<file path="src/include/core_settings.svh">
`ifndef CORE_SETTINGS_SVH
`define CORE_SETTINGS_SVH

// Datapath widths
`define CORE_WORD_W         32
`define CORE_REG_ADDR_W     5
`define CORE_ALU_OP_W       4

`define CORE_RESET_PC       32'h0000_3000

// Primary opcodes in instr[31:26]
`define CORE_OP_RTYPE       6'h00
`define CORE_OP_J           6'h02
`define CORE_OP_BEQ         6'h04
`define CORE_OP_ORI         6'h0d
`define CORE_OP_LUI         6'h0f
`define CORE_OP_LW          6'h23
`define CORE_OP_SW          6'h2b

// R-type function codes in instr[5:0]
`define CORE_FN_SLL         6'h00
`define CORE_FN_ADDU        6'h21
`define CORE_FN_SUBU        6'h23
`define CORE_FN_AND         6'h24
`define CORE_FN_OR          6'h25
`define CORE_FN_SLT         6'h2a

// ALU operations
`define CORE_ALU_ADD        4'd0
`define CORE_ALU_SUB        4'd1
`define CORE_ALU_AND        4'd2
`define CORE_ALU_OR         4'd3
`define CORE_ALU_SLT        4'd4
`define CORE_ALU_SLL        4'd5
`define CORE_ALU_LUI        4'd6

// Operand forwarding selects
`define CORE_FWD_REG        2'd0
`define CORE_FWD_MEM        2'd1
`define CORE_FWD_WB         2'd2

`endif
</file>
<file path="src/rtl/core_pkg.sv">
`include "core_settings.svh"

package core_pkg;

    typedef logic [`CORE_WORD_W-1:0]     word_t;
    typedef logic [`CORE_REG_ADDR_W-1:0] regAddr_t;
    typedef logic [`CORE_ALU_OP_W-1:0]   aluOp_t;
    typedef logic [1:0]                  fwdSel_t;

    // Decode-stage control
    typedef struct packed {
        logic   regWrite;
        logic   memToReg;
        logic   memWrite;
        logic   aluSrcImm;
        logic   aluSrcShamt;
        logic   regDstRd;
        logic   zeroExtend;
        logic   isBranch;
        logic   isJump;
        aluOp_t aluOp;
    } ctrl_t;

    typedef struct packed {
        ctrl_t      ctrl;
        word_t      pc;
        regAddr_t   rs;
        regAddr_t   rt;
        regAddr_t   rd;
        word_t      opA;
        word_t      opB;
        word_t      imm;
        logic [4:0] shamt;
    } idEx_t;

    typedef struct packed {
        logic     regWrite;
        logic     memToReg;
        logic     memWrite;
        regAddr_t dst;
        word_t    aluRes;
        word_t    storeData;
    } exMem_t;

    typedef struct packed {
        logic     regWrite;
        logic     memToReg;
        regAddr_t dst;
        word_t    aluRes;
        word_t    loadData;
    } memWb_t;

endpackage

</file>
<file path="src/rtl/core.sv">
`timescale 1ns/1ns
`include "core_settings.svh"

module core (
    input  logic            clk,
    input  logic            rstN,
    output core_pkg::word_t instrAddr,
    input  core_pkg::word_t instrData,
    output core_pkg::word_t prAddr,
    output core_pkg::word_t prWd,
    output logic            prWe,
    input  core_pkg::word_t prRd
);
    import core_pkg::*;

    word_t      pcF;
    word_t      pcNext;
    word_t      instrD;
    word_t      pcD;
    word_t      pcPlus4D;
    ctrl_t      ctrlD;
    regAddr_t   rsD;
    regAddr_t   rtD;
    regAddr_t   rdD;
    word_t      immD;
    word_t      rfA;
    word_t      rfB;
    word_t      opAD;
    word_t      opBD;
    word_t      branchTarget;
    word_t      jumpTarget;
    logic       takeBranch;
    logic       stall;
    fwdSel_t    fwdAD;
    fwdSel_t    fwdBD;
    fwdSel_t    fwdAE;
    fwdSel_t    fwdBE;
    idEx_t      idEx;
    exMem_t     exMem;
    memWb_t     memWb;
    word_t      srcAE;
    word_t      rtValE;
    word_t      srcBE;
    word_t      aluResE;
    regAddr_t   dstE;
    logic [4:0] shamtE;
    word_t      wbData;

    function automatic word_t pickOperand(fwdSel_t sel, word_t regVal, word_t memVal,
                                          word_t wbVal);
        case (sel)
            `CORE_FWD_MEM: return memVal;
            `CORE_FWD_WB:  return wbVal;
            default:       return regVal;
        endcase
    endfunction

    // Fetch
    assign instrAddr = pcF;
    assign pcNext    = ctrlD.isJump ? jumpTarget :
                       takeBranch   ? branchTarget : pcF + 32'd4;

    always_ff @(posedge clk or negedge rstN) begin
        if (!rstN) begin
            pcF <= `CORE_RESET_PC;
        end else if (!stall) begin
            pcF <= pcNext;
        end
    end

    // IF/ID holds while decode waits
    always_ff @(posedge clk or negedge rstN) begin
        if (!rstN) begin
            instrD <= '0;
            pcD    <= '0;
        end else if (!stall) begin
            instrD <= instrData;
            pcD    <= pcF;
        end
    end

    // Decode
    assign rsD      = instrD[25:21];
    assign rtD      = instrD[20:16];
    assign rdD      = instrD[15:11];
    assign pcPlus4D = pcD + 32'd4;
    assign immD     = ctrlD.zeroExtend ? {16'h0000, instrD[15:0]} :
                                         {{16{instrD[15]}}, instrD[15:0]};

    decoder decodeUnit (
        .instr(instrD),
        .ctrl (ctrlD)
    );

    regFile regs (
        .clk      (clk),
        .rstN     (rstN),
        .readAddrA(rsD),
        .readAddrB(rtD),
        .writeEn  (memWb.regWrite),
        .writeAddr(memWb.dst),
        .writeData(wbData),
        .readDataA(rfA),
        .readDataB(rfB)
    );

    assign opAD = pickOperand(fwdAD, rfA, exMem.aluRes, wbData);
    assign opBD = pickOperand(fwdBD, rfB, exMem.aluRes, wbData);

    // Delay slot is already in fetch when the branch resolves
    assign takeBranch   = ctrlD.isBranch && (opAD == opBD);
    assign branchTarget = pcPlus4D + {immD[29:0], 2'b00};
    assign jumpTarget   = {pcPlus4D[31:28], instrD[25:0], 2'b00};

    hazardUnit hazards (
        .rsD    (rsD),
        .rtD    (rtD),
        .branchD(ctrlD.isBranch),
        .idEx   (idEx),
        .exMem  (exMem),
        .memWb  (memWb),
        .fwdAD  (fwdAD),
        .fwdBD  (fwdBD),
        .fwdAE  (fwdAE),
        .fwdBE  (fwdBE),
        .stall  (stall)
    );

    always_ff @(posedge clk or negedge rstN) begin
        if (!rstN) begin
            idEx <= '0;
        end else if (stall) begin
            idEx <= '0;
        end else begin
            idEx <= '{ctrl: ctrlD, pc: pcD, rs: rsD, rt: rtD, rd: rdD,
                      opA: opAD, opB: opBD, imm: immD, shamt: instrD[10:6]};
        end
    end

    // Execute
    assign srcAE  = pickOperand(fwdAE, idEx.opA, exMem.aluRes, wbData);
    assign rtValE = pickOperand(fwdBE, idEx.opB, exMem.aluRes, wbData);
    assign srcBE  = idEx.ctrl.aluSrcImm ? idEx.imm : rtValE;
    assign shamtE = idEx.ctrl.aluSrcShamt ? idEx.shamt : 5'd0;
    assign dstE   = idEx.ctrl.regDstRd ? idEx.rd : idEx.rt;

    alu aluUnit (
        .srcA  (srcAE),
        .srcB  (srcBE),
        .shamt (shamtE),
        .aluOp (idEx.ctrl.aluOp),
        .result(aluResE)
    );

    always_ff @(posedge clk or negedge rstN) begin
        if (!rstN) begin
            exMem <= '0;
        end else begin
            exMem <= '{regWrite: idEx.ctrl.regWrite, memToReg: idEx.ctrl.memToReg,
                       memWrite: idEx.ctrl.memWrite, dst: dstE,
                       aluRes: aluResE, storeData: rtValE};
        end
    end

    // Memory stage drives the bus directly
    assign prAddr = exMem.aluRes;
    assign prWd   = exMem.storeData;
    assign prWe   = exMem.memWrite;

    always_ff @(posedge clk or negedge rstN) begin
        if (!rstN) begin
            memWb <= '0;
        end else begin
            memWb <= '{regWrite: exMem.regWrite, memToReg: exMem.memToReg,
                       dst: exMem.dst, aluRes: exMem.aluRes, loadData: prRd};
        end
    end

    // Writeback
    assign wbData = memWb.memToReg ? memWb.loadData : memWb.aluRes;

endmodule

</file>
<file path="src/rtl/alu.sv">
`timescale 1ns/1ns
`include "core_settings.svh"

module alu (
    input  core_pkg::word_t  srcA,
    input  core_pkg::word_t  srcB,
    input  logic [4:0]       shamt,
    input  core_pkg::aluOp_t aluOp,
    output core_pkg::word_t  result
);
    import core_pkg::*;

    logic lessThan;

    assign lessThan = $signed(srcA) < $signed(srcB);

    always_comb begin
        case (aluOp)
            `CORE_ALU_ADD: result = srcA + srcB;
            `CORE_ALU_SUB: result = srcA - srcB;
            `CORE_ALU_AND: result = srcA & srcB;
            `CORE_ALU_OR:  result = srcA | srcB;
            `CORE_ALU_SLT: result = word_t'(lessThan);
            `CORE_ALU_SLL: result = srcB << shamt;
            // Immediate moves into the upper half
            `CORE_ALU_LUI: result = {srcB[15:0], 16'h0000};
            default:       result = '0;
        endcase
    end

endmodule

</file>
<file path="src/rtl/hazardUnit.sv">
`timescale 1ns/1ns
`include "core_settings.svh"

module hazardUnit (
    input  core_pkg::regAddr_t rsD,
    input  core_pkg::regAddr_t rtD,
    input  logic              branchD,
    input  core_pkg::idEx_t    idEx,
    input  core_pkg::exMem_t   exMem,
    input  core_pkg::memWb_t   memWb,
    output core_pkg::fwdSel_t  fwdAD,
    output core_pkg::fwdSel_t  fwdBD,
    output core_pkg::fwdSel_t  fwdAE,
    output core_pkg::fwdSel_t  fwdBE,
    output logic              stall
);
    import core_pkg::*;

    regAddr_t dstE;
    logic     memAluRes;
    logic     loadUse;
    logic     branchOnE;
    logic     branchOnLoadM;

    function automatic logic hits(logic wr, regAddr_t dst, regAddr_t src);
        return wr && dst != '0 && dst == src;
    endfunction

    function automatic fwdSel_t pickExec(regAddr_t src);
        if (hits(exMem.regWrite, exMem.dst, src)) begin
            return `CORE_FWD_MEM;
        end
        if (hits(memWb.regWrite, memWb.dst, src)) begin
            return `CORE_FWD_WB;
        end
        return `CORE_FWD_REG;
    endfunction

    assign dstE = idEx.ctrl.regDstRd ? idEx.rd : idEx.rt;

    // Load data is not ready in memory stage yet
    assign memAluRes = exMem.regWrite && !exMem.memToReg;

    // Writeback into decode is covered by the register file bypass
    assign fwdAD = hits(memAluRes, exMem.dst, rsD) ? `CORE_FWD_MEM : `CORE_FWD_REG;
    assign fwdBD = hits(memAluRes, exMem.dst, rtD) ? `CORE_FWD_MEM : `CORE_FWD_REG;

    always_comb begin
        fwdAE = pickExec(idEx.rs);
        fwdBE = pickExec(idEx.rt);
    end

    assign loadUse = idEx.ctrl.memToReg &&
                     (hits(1'b1, dstE, rsD) || hits(1'b1, dstE, rtD));
    assign branchOnE = branchD &&
                       (hits(idEx.ctrl.regWrite, dstE, rsD) ||
                        hits(idEx.ctrl.regWrite, dstE, rtD));
    // Second cycle of a branch waiting on a load
    assign branchOnLoadM = branchD && exMem.memToReg &&
                           (hits(exMem.regWrite, exMem.dst, rsD) ||
                            hits(exMem.regWrite, exMem.dst, rtD));

    assign stall = loadUse || branchOnE || branchOnLoadM;

endmodule

</file>
<file path="src/rtl/regFile.sv">
`timescale 1ns/1ns

module regFile (
    input  logic              clk,
    input  logic              rstN,
    input  core_pkg::regAddr_t readAddrA,
    input  core_pkg::regAddr_t readAddrB,
    input  logic              writeEn,
    input  core_pkg::regAddr_t writeAddr,
    input  core_pkg::word_t    writeData,
    output core_pkg::word_t    readDataA,
    output core_pkg::word_t    readDataB
);
    import core_pkg::*;

    // $0 has no storage
    word_t regs [1:31];

    always_ff @(posedge clk or negedge rstN) begin
        if (!rstN) begin
            for (int i = 1; i < 32; i++) begin
                regs[i] <= '0;
            end
        end else if (writeEn && writeAddr != '0) begin
            regs[writeAddr] <= writeData;
        end
    end

    // Same-cycle write shows through to the reader
    assign readDataA = (readAddrA == '0) ? '0 :
                       (writeEn && readAddrA == writeAddr) ? writeData : regs[readAddrA];
    assign readDataB = (readAddrB == '0) ? '0 :
                       (writeEn && readAddrB == writeAddr) ? writeData : regs[readAddrB];

endmodule

</file>
<file path="src/rtl/decoder.sv">
`timescale 1ns/1ns
`include "core_settings.svh"

module decoder (
    input  core_pkg::word_t instr,
    output core_pkg::ctrl_t ctrl
);
    import core_pkg::*;

    logic [5:0] opcode;
    logic [5:0] funct;

    assign opcode = instr[31:26];
    assign funct  = instr[5:0];

    always_comb begin
        // Unknown encodings fall through as a no-op
        ctrl = ctrl_t'('0);
        ctrl.aluOp = `CORE_ALU_ADD;
        case (opcode)
            `CORE_OP_RTYPE: begin
                ctrl.regDstRd = 1'b1;
                ctrl.regWrite = 1'b1;
                case (funct)
                    `CORE_FN_ADDU: begin
                        ctrl.aluOp = `CORE_ALU_ADD;
                    end
                    `CORE_FN_SUBU: begin
                        ctrl.aluOp = `CORE_ALU_SUB;
                    end
                    `CORE_FN_AND: begin
                        ctrl.aluOp = `CORE_ALU_AND;
                    end
                    `CORE_FN_OR: begin
                        ctrl.aluOp = `CORE_ALU_OR;
                    end
                    `CORE_FN_SLT: begin
                        ctrl.aluOp = `CORE_ALU_SLT;
                    end
                    `CORE_FN_SLL: begin
                        ctrl.aluOp       = `CORE_ALU_SLL;
                        ctrl.aluSrcShamt = 1'b1;
                    end
                    default: begin
                        ctrl.regWrite = 1'b0;
                    end
                endcase
            end
            `CORE_OP_ORI: begin
                ctrl.regWrite   = 1'b1;
                ctrl.aluSrcImm  = 1'b1;
                ctrl.zeroExtend = 1'b1;
                ctrl.aluOp      = `CORE_ALU_OR;
            end
            `CORE_OP_LUI: begin
                ctrl.regWrite  = 1'b1;
                ctrl.aluSrcImm = 1'b1;
                ctrl.aluOp     = `CORE_ALU_LUI;
            end
            `CORE_OP_LW: begin
                ctrl.regWrite  = 1'b1;
                ctrl.memToReg  = 1'b1;
                ctrl.aluSrcImm = 1'b1;
            end
            `CORE_OP_SW: begin
                ctrl.memWrite  = 1'b1;
                ctrl.aluSrcImm = 1'b1;
            end
            `CORE_OP_BEQ: begin
                ctrl.isBranch = 1'b1;
            end
            `CORE_OP_J: begin
                ctrl.isJump = 1'b1;
            end
            default: begin
            end
        endcase
    end

endmodule

</file>
<file path="config.mk">
export PLATFORM = sky130hd
export DESIGN_NAME = core
export DESIGN_NICKNAME = d
export VERILOG_FILES = /design/src/rtl/core_pkg.sv /design/src/rtl/core.sv /design/src/rtl/alu.sv /design/src/rtl/hazardUnit.sv /design/src/rtl/regFile.sv /design/src/rtl/decoder.sv
export VERILOG_INCLUDE_DIRS = /design/src /design/src/include
export SDC_FILE = /design/constraint.sdc
export NUM_CORES = 2
export LEC_CHECK = 0
export ABC_AREA = 1
export BUFFER_PORTS_ARGS = -buffer_cell sky130_fd_sc_hd__clkbuf_2
export CAP_MARGIN = 20
export CORE_MARGIN = 1
export CORE_UTILIZATION = 40
export CTS_BUF_LIST = sky130_fd_sc_hd__clkbuf_2 sky130_fd_sc_hd__clkbuf_4 sky130_fd_sc_hd__clkbuf_8
export DETAILED_ROUTE_END_ITERATION = 10
export PLACE_DENSITY = 0.56
export SYNTH_ARGS = -nofsm -noshare
export SYNTH_HDL_FRONTEND = slang
export SYNTH_SLANG_ARGS = --single-unit
</file>
<file path="constraint.sdc">
create_clock -name clk -period 4.4 [get_ports clk]
set_input_delay 0.44 -clock clk [delete_from_list [all_inputs] [get_ports clk]]
set_output_delay 0.44 -clock clk [all_outputs]
set_load 0.1 [all_outputs]
</file>
# After elaboration in Yosys (flattened, before gate mapping)
# Cells that the tools add are included.
# Widths: inputs -> output; s select.
dict set report word_totals {
  ff_bits 1357
  input_bits 66
  out_inout_bits 97
  word_cells 207
}
dict set report classes {
  mux 54
  shift 1
  n_bitwise 5
  eq_ne 36
  reduce_logical 42
  order_cmp 5
  n_addsub 5
}
# op count
set op_table {}
lappend op_table {{$bwmux 992} 1}
lappend op_table {{$mux 32} 14}
lappend op_table {{$bmux 32 s5} 2}
lappend op_table {{$pmux 32 s2} 4}
lappend op_table {{$pmux 32 s7} 1}
lappend op_table {{$mux 161} 1}
lappend op_table {{$demux 32 s5} 1}
lappend op_table {{$add 32x3->32 const B} 2}
lappend op_table {{$add 32x32->32} 2}
lappend op_table {{$eq 5x5->1} 10}
lappend op_table {{$eq 6x6->1 const B} 7}
lappend op_table {{$and 32x32->32} 1}
lappend op_table {{$eq 32x32->1} 1}
lappend op_table {{$lt 32x32->1} 1}
lappend op_table {{$or 32x32->32} 1}
lappend op_table {{$shl 32x5->32} 1}
lappend op_table {{$sub 32x32->32} 1}
lappend op_table {{$logic_and 1x1->1} 25}
lappend op_table {{$ge 6x6->1 const B} 3}
lappend op_table {{$mux 2} 9}
lappend op_table {{$not 5->6} 3}
lappend op_table {{$mux 1} 16}
lappend op_table {{$pmux 3 s5} 1}
lappend op_table {{$reduce_bool 5->1} 3}
lappend op_table {{other kinds (20)} 37}

# Logic depth before layout (Yosys ltp)
dict set report depth {
  word_depth 12
  mapped_depth 36
  depth_no_buf 34
}

# Cells and area by module
# From an unflattened synthesis, not the netlist that was laid out.
dict set report hier_totals {
  cells_unflattened 12751
  hier_area_um2 86012.5
}
# mod cells_each n_inst seq_area_each_um2 area_each_um2
set by_module_without_submodules {}
lappend by_module_without_submodules {regFile 8132 1 24823.8 56143.8}
lappend by_module_without_submodules {core 2721 1 9386.5 20559.7}
lappend by_module_without_submodules {alu 1672 1 0.0 8162.8}
lappend by_module_without_submodules {hazardUnit 162 1 0.0 862.1}
lappend by_module_without_submodules {decoder 64 1 0.0 284.0}

# Worst setup path before layout
# No wires, ideal clock.
dict set report synth_path {
  kind {register -> register}
  start {register, netlist name memWb[68]}
  end {register, netlist name prAddr[28]}
  required_time_ns 4.283
  arrival_time_ns 4.076
  path_buffers 2
  setup_time_ns 0.117
  synth_period_minus_slack_ns 4.193
  stages_incl_launch_ff 33
  slack_ns 0.207
  path_cell_list {dfrtp_1 > buf_2 > inv_1 > nand2_1 > a21oi_1 > nand3_1 > nor2_1 > buf_2 > nand2_1 > o211ai_1 > nand2_1 > o21ai_1 > ha_1 > inv_1 > fa_1 > nand2_1 > inv_1 > o21ai_0 > nand2_1 > nand2_1 > nand2_1 > a21oi_1 > nor2_1 > nor2_1 > o21bai_1 > a21boi_0 > o21ai_0 > nand3_1 > nand3_1 > nand2_1 > nor2_1 > nor2_1 > nand2_1}
}
dict set report synth_between {
  elab_chain_len 12
  word_cells_on_any_way 29
  classes_between {add/sub: 2; eq/ne: 6; shift: 1; mux: 14; bitwise: 2; reduce/logical: 4}
}
# item line
set synth_rtl {}
lappend synth_rtl {{$reduce_bool 5->1} hazardUnit.sv:26} ;# return wr && dst != '0 && dst == src;
lappend synth_rtl {{$logic_and 1x1->1} hazardUnit.sv:26}
lappend synth_rtl {{$logic_and 1x1->1 (*)} hazardUnit.sv:26}
lappend synth_rtl {{$mux 1 (2 in series)} hazardUnit.sv:33} ;# if (hits(memWb.regWrite, memWb.dst, src)) begin
lappend synth_rtl {{$mux 2 (*)} hazardUnit.sv:36} ;# return `CORE_FWD_REG;
lappend synth_rtl {{$mux 2 (*)} hazardUnit.sv:33}
lappend synth_rtl {{$eq 2x2->1 / $eq 2x1->1 (equally long branches)} core.sv:51} ;# case (sel)
lappend synth_rtl {{$pmux 32 s2 (*)} core.sv:51}
lappend synth_rtl {{net rtValE[0]} core.sv:42} ;# word_t rtValE;
lappend synth_rtl {{$mux 32 (*)} core.sv:143} ;# assign srcBE = idEx.ctrl.aluSrcImm ? idEx.imm : rtValE;
lappend synth_rtl {{$sub 32x32->32, or another cell as far along} alu.sv:20} ;# `CORE_ALU_SUB: result = srcA - srcB;
lappend synth_rtl {{$pmux 32 s7 (*)} alu.sv:18} ;# case (aluOp)
lappend synth_rtl {{net aluResE[28]} core.sv:44} ;# word_t aluResE;
# The timed path passes the listed nets; every way through them passes the cells marked *. The select of a mux whose other input is x is not followed.
# A chain may end at the register's enable or synchronous reset.

# Worst setup path in the final report
dict set report layout_path {
  start {register instrD[21]}
  end {register pcF[1] (netlist: instrAddr[1])}
}
dict set report layout_between {
  elab_chain_len 11
  word_cells_on_any_way 31
  classes_between {eq/ne: 6; mux: 9; bitwise: 1; reduce/logical: 15}
}
# item line
set layout_rtl {}
lappend layout_rtl {{start, declared} core.sv:18} ;# word_t instrD;
lappend layout_rtl {{start signal, assigned} core.sv:77} ;# instrD <= instrData;
lappend layout_rtl {{$not 5->6 (implied by the code)} regFile.sv:31} ;# (writeEn && readAddrA == writeAddr) ? writeData : regs[readAddrA];
lappend layout_rtl {{$bmux 32 s5} regFile.sv:31}
lappend layout_rtl {{$mux 32 (implied by the code) (2 in series)} regFile.sv:31}
lappend layout_rtl {{$mux 32} regFile.sv:31}
lappend layout_rtl {{$mux 32} regFile.sv:30} ;# assign readDataA = (readAddrA == '0) ? '0 :
lappend layout_rtl {{$pmux 32 s2} core.sv:51}
lappend layout_rtl {{$eq 32x32->1} core.sv:111} ;# assign takeBranch = ctrlD.isBranch && (opAD == opBD);
lappend layout_rtl {{$logic_and 1x1->1} core.sv:111}
lappend layout_rtl {{$mux 32} core.sv:61} ;# takeBranch ? branchTarget : pcF + 32'd4;
lappend layout_rtl {{$mux 32} core.sv:60} ;# assign pcNext = ctrlD.isJump ? jumpTarget :
lappend layout_rtl {{end signal, assigned} core.sv:65} ;# pcF <= `CORE_RESET_PC;
lappend layout_rtl {{end signal, assigned} core.sv:67} ;# pcF <= pcNext;
lappend layout_rtl {{end, declared} core.sv:16} ;# word_t pcF;
# Several ways; a longest one is shown, not always the timed one. The select of a mux whose other input is x is not followed.

==> flow_summary_export.csv <==
group,metric,value,unit
status,outcome,"completed",
detailed_routing,drtIter0Drc,11300,
timing,skew,69.6,ps
synth,synth_area_leaders,"dfrtp_1 41%, nand2_1 17%, o21ai_0 7.2%",
power,p_total,40.4,mW
detailed_routing,viasPerCell,5.72,
floorplanning,row_count,164,
detailed_routing,wl_per_cell,25.5,um
synth,yosysMostFrequentCell,"nand2_1",
global_route,grt_usage,36.6,%
worst_setup_path,critical_path_class,"flip-flop to flip-flop",
floorplanning,die_area,0.204,mm2
synth,avgSynthCellArea,6.92,um2
global_route,grt_pass1_vias,81000,
hold_path,hold_class,"primary input to asynchronous set/reset pin",
worst_setup_path,slowest_stage,"dfrtp_4",
timing,clock.fmax,232,MHz
synth,synth.area.mux_share,0,%
global_route,top_usage_layer,"met2",
synth,synth-edff-count,0,
finish,layoutNonFillerInstCount,15000,
clock_tree,clkSinkCount,1331,
placed_design,port_buffers,162,
synth,ys.flop_type,"dfrtp_1",
placed_design,place_area,0.0887,mm2
worst_setup_path,worstPathCellList,"buf_12 > buf_16 > nand2_1 > nand3_1 > nand3_1 > nand3_1 > nand3_1 > nand2_1 > nand2_1 > a21oi_1 > nand2_1 > nand2_1 > nor2_1 > nand2_1 > nor2_1 > nand3_1 > buf_4 > nor2_2 > buf_12 > buf_12 > o21ai_1 > nand2_1 > nand2_1",
synth,synth_top_family_by_area,"simple AND/OR/NAND/NOR gates",
synth,synth_compound_area_share,15.6,%
timing,period_needed,4310,ps
synth,synthesis.area,0.0809,mm2
timing,setup_violations,0,
synth,synthAdderAreaFrac,2.21,%
synth,netlist_instances,11700,
worst_setup_path,cp-start-kind,"flip-flop",
timing,hold_viol,0,
timing,maxSlewHeadroom,21.6,%
clock_tree,cts-root-buf,"clkbuf_8",
detailed_routing,drc,0,
global_route,antenna_found_initial,17,
finish,nets,12400,
power,power.density,419,mW/mm2
worst_setup_path,cp-end-kind,"flip-flop",
floorplanning,initial_utilization,40.4,%
global_route,grt_max_degree,127,
global_route,grt_overflow,0,
detailed_routing,wl,383000,um
clock_tree,clk_path_buf_depth,3,
worst_setup_path,crit_required,5350,ps
detailed_routing,first_pass_iters,9,
global_route,grt_util_met2,56.3,%
timing,tightest_slew,1180,ps
flow_run,max-cap-violations,0,
clock_tree,cts_made_buffers,238,
floorplanning,ios,163,
synth,yosysTopAreaCell,"dfrtp_1",
worst_setup_path,cp_slowest_stage_delay,590,ps
synth,synth-async-reset-ratio,100,%
floorplanning,core,0.200,mm2
timing,setup_tns,0,ps
floorplanning,die-height,452,um
clock_tree,cts.clk_slew.worst_paths,60,ps
global_route,grt_first_pass_wirelength,554000,um
worst_setup_path,timing.rr.end,"instrAddr[1]",
clock_tree,cts_max_level,4,
timing,rsz0062_at_grt,"yes",
timing,slew_viol_final,0,
synth,yosysUniqueCellTypes,66,
floorplanning,die_w,452,um
worst_setup_path,worst-r2r-cell-count,23,
power,p_leak,46.4,nW
worst_setup_path,r2r-start,"instrD[21]",
finish,final_cell_area,0.0963,mm2
synth,netlist.area_leader.share,41.1,%
placed_design,place_hpwl,250000,um
synth,ys_warn_count,0,
synth,yosys.area_share.simple,29.6,%
placed_design,place_congestion,0.978,
global_route,grtUsageMet3,7.75,%
synth,yosysSeqAreaShare,41.2,%
synth,synth_commonest_cells,"3,709 x nand2_1, 1,329 x dfrtp_1, 1,170 x o21ai_0",
placed_design,dp_cells,14400,
clock_tree,insertion_delay,1070,ps
detailed_routing,antenna_left,0,
worst_setup_path,cpMostUsedCell,"nand2_1",
global_route,met1_usage,49.1,%
synth,synthesis.nets,11900,
synth,ys_ff_latch,1331,
synth,synth_xor_area_share,1.14,%
finish,syn_to_final_growth,19.0,%
finish,drive_above_1_share,14.5,%
clock_tree,cts_tree,"done",
worst_setup_path,worstPathArrival,5250,ps
worst_setup_path,cp_max_fo,78,
timing,fin_crit_sh,97.9,%
detailed_routing,num_vias,85800,
worst_setup_path,reg2reg_setup_slack,90,ps
power,peakVddDrop,602,uV
placed cells by master, fill, tap and decap left out, types with 251 or more instances in the layout:
cell type,n
o211ai_1,251
o21ai_0,1128
nor2_1,709
clkbuf_8,303
nand2_1,3668
inv_1,1035
dfrtp_1,1312
nand3_1,1116
buf_4,719
a21oi_1,697
final cells by class:
| cell class | count | area (um2) |
|---|---|---|
| Antenna cell | 9 | 22.5 |
| Clock buffer | 393 | 4850 |
| Clock inverter | 35 | 355 |
| Fill cell | 20000 | 104000 |
| Inverter | 1080 | 4080 |
| Multi-Input combinational cell | 8396 | 40600 |
| Sequential cell | 1331 | 33400 |
| Tap cell | 2656 | 3320 |
| Timing Repair Buffer | 1106 | 9680 |
flip-flops by register name, summed over array words and instances, names as in the netlist, 7 cells and up:
signal,flops
pcD,32
prWd,32
instrAddr,32
prAddr,32
instrD,32
memWb,71
exMem,7
regs.regs,992
idEx,100
routing by layer:
metal  routed length (um)  share of wire (%)
met3                41400                 11
met2               167000                 44
met4                20000                5.2
met1               154000                 40
met5                   62              0.016
how the worst max path moves through the flow:
stage / start / to / slack (ps) / cells past startpoint
6_report: instrD[21] / instrAddr[1] / 90 / 23
5_1_grt: memWb[68] / prAddr[30] / -60 / 28
4_1_cts: exMem[67] / prAddr[31] / 2 / 32
3_5_place_dp: memWb[68] / prAddr[24] / -880 / 24
3_3_place_gp: memWb[66] / prAddr[24] / -790 / 24
2_1_floorplan: memWb[68] / prAddr[28] / 210 / 32
worst max-delay path: cells and delay by family, from the launching register on:
family,cells,cell delay (ps)
compound gates,2,570
buf+inv,5,1130
flops,1,590
simple gates,16,1790
repair_timing:
item / 4_1_cts / 5_1_grt
hold buffers: 85 / 0
hold endpoints to repair: 154 / 0
setup endpoints to repair: 26 / 55
resized for setup: 78 / 204
setup buffers: 16 / 34
pin swaps: 25 / 80
where the power goes:
| part | leakage, nW | internal [mW] | switching, mW |
|---|---|---|---|
| clock | 2.78 | 7.19 | 5.75 |
| sequential | 17.8 | 13.4 | 1.02 |
| combinational | 25.8 | 3.70 | 9.36 |
through the flow:
stage,worst slack (ps),hold WS (ps),util [%]
floorplan,207,144,-
global placement,-793,344,44.2
detailed placement,-877,336,44.2
CTS,2.00,0.211,47.5
global route,-55.1,58.4,48.0
finish,94.3,80.2,48.0
logic make-up (layout without fill, tap and decap cells):
logic type	Yosys count	count (layout)
AOI/OAI and AO/OA	2314	2314
xor gates and xnor gates	105	105
buffers and inverters	1968	2614
other	0	9
DFF	1331	1331
and+or+nand+nor	5836	5836
adders and majority gates	141	141
No activity file was read; power rests on OpenSTA's default activity.
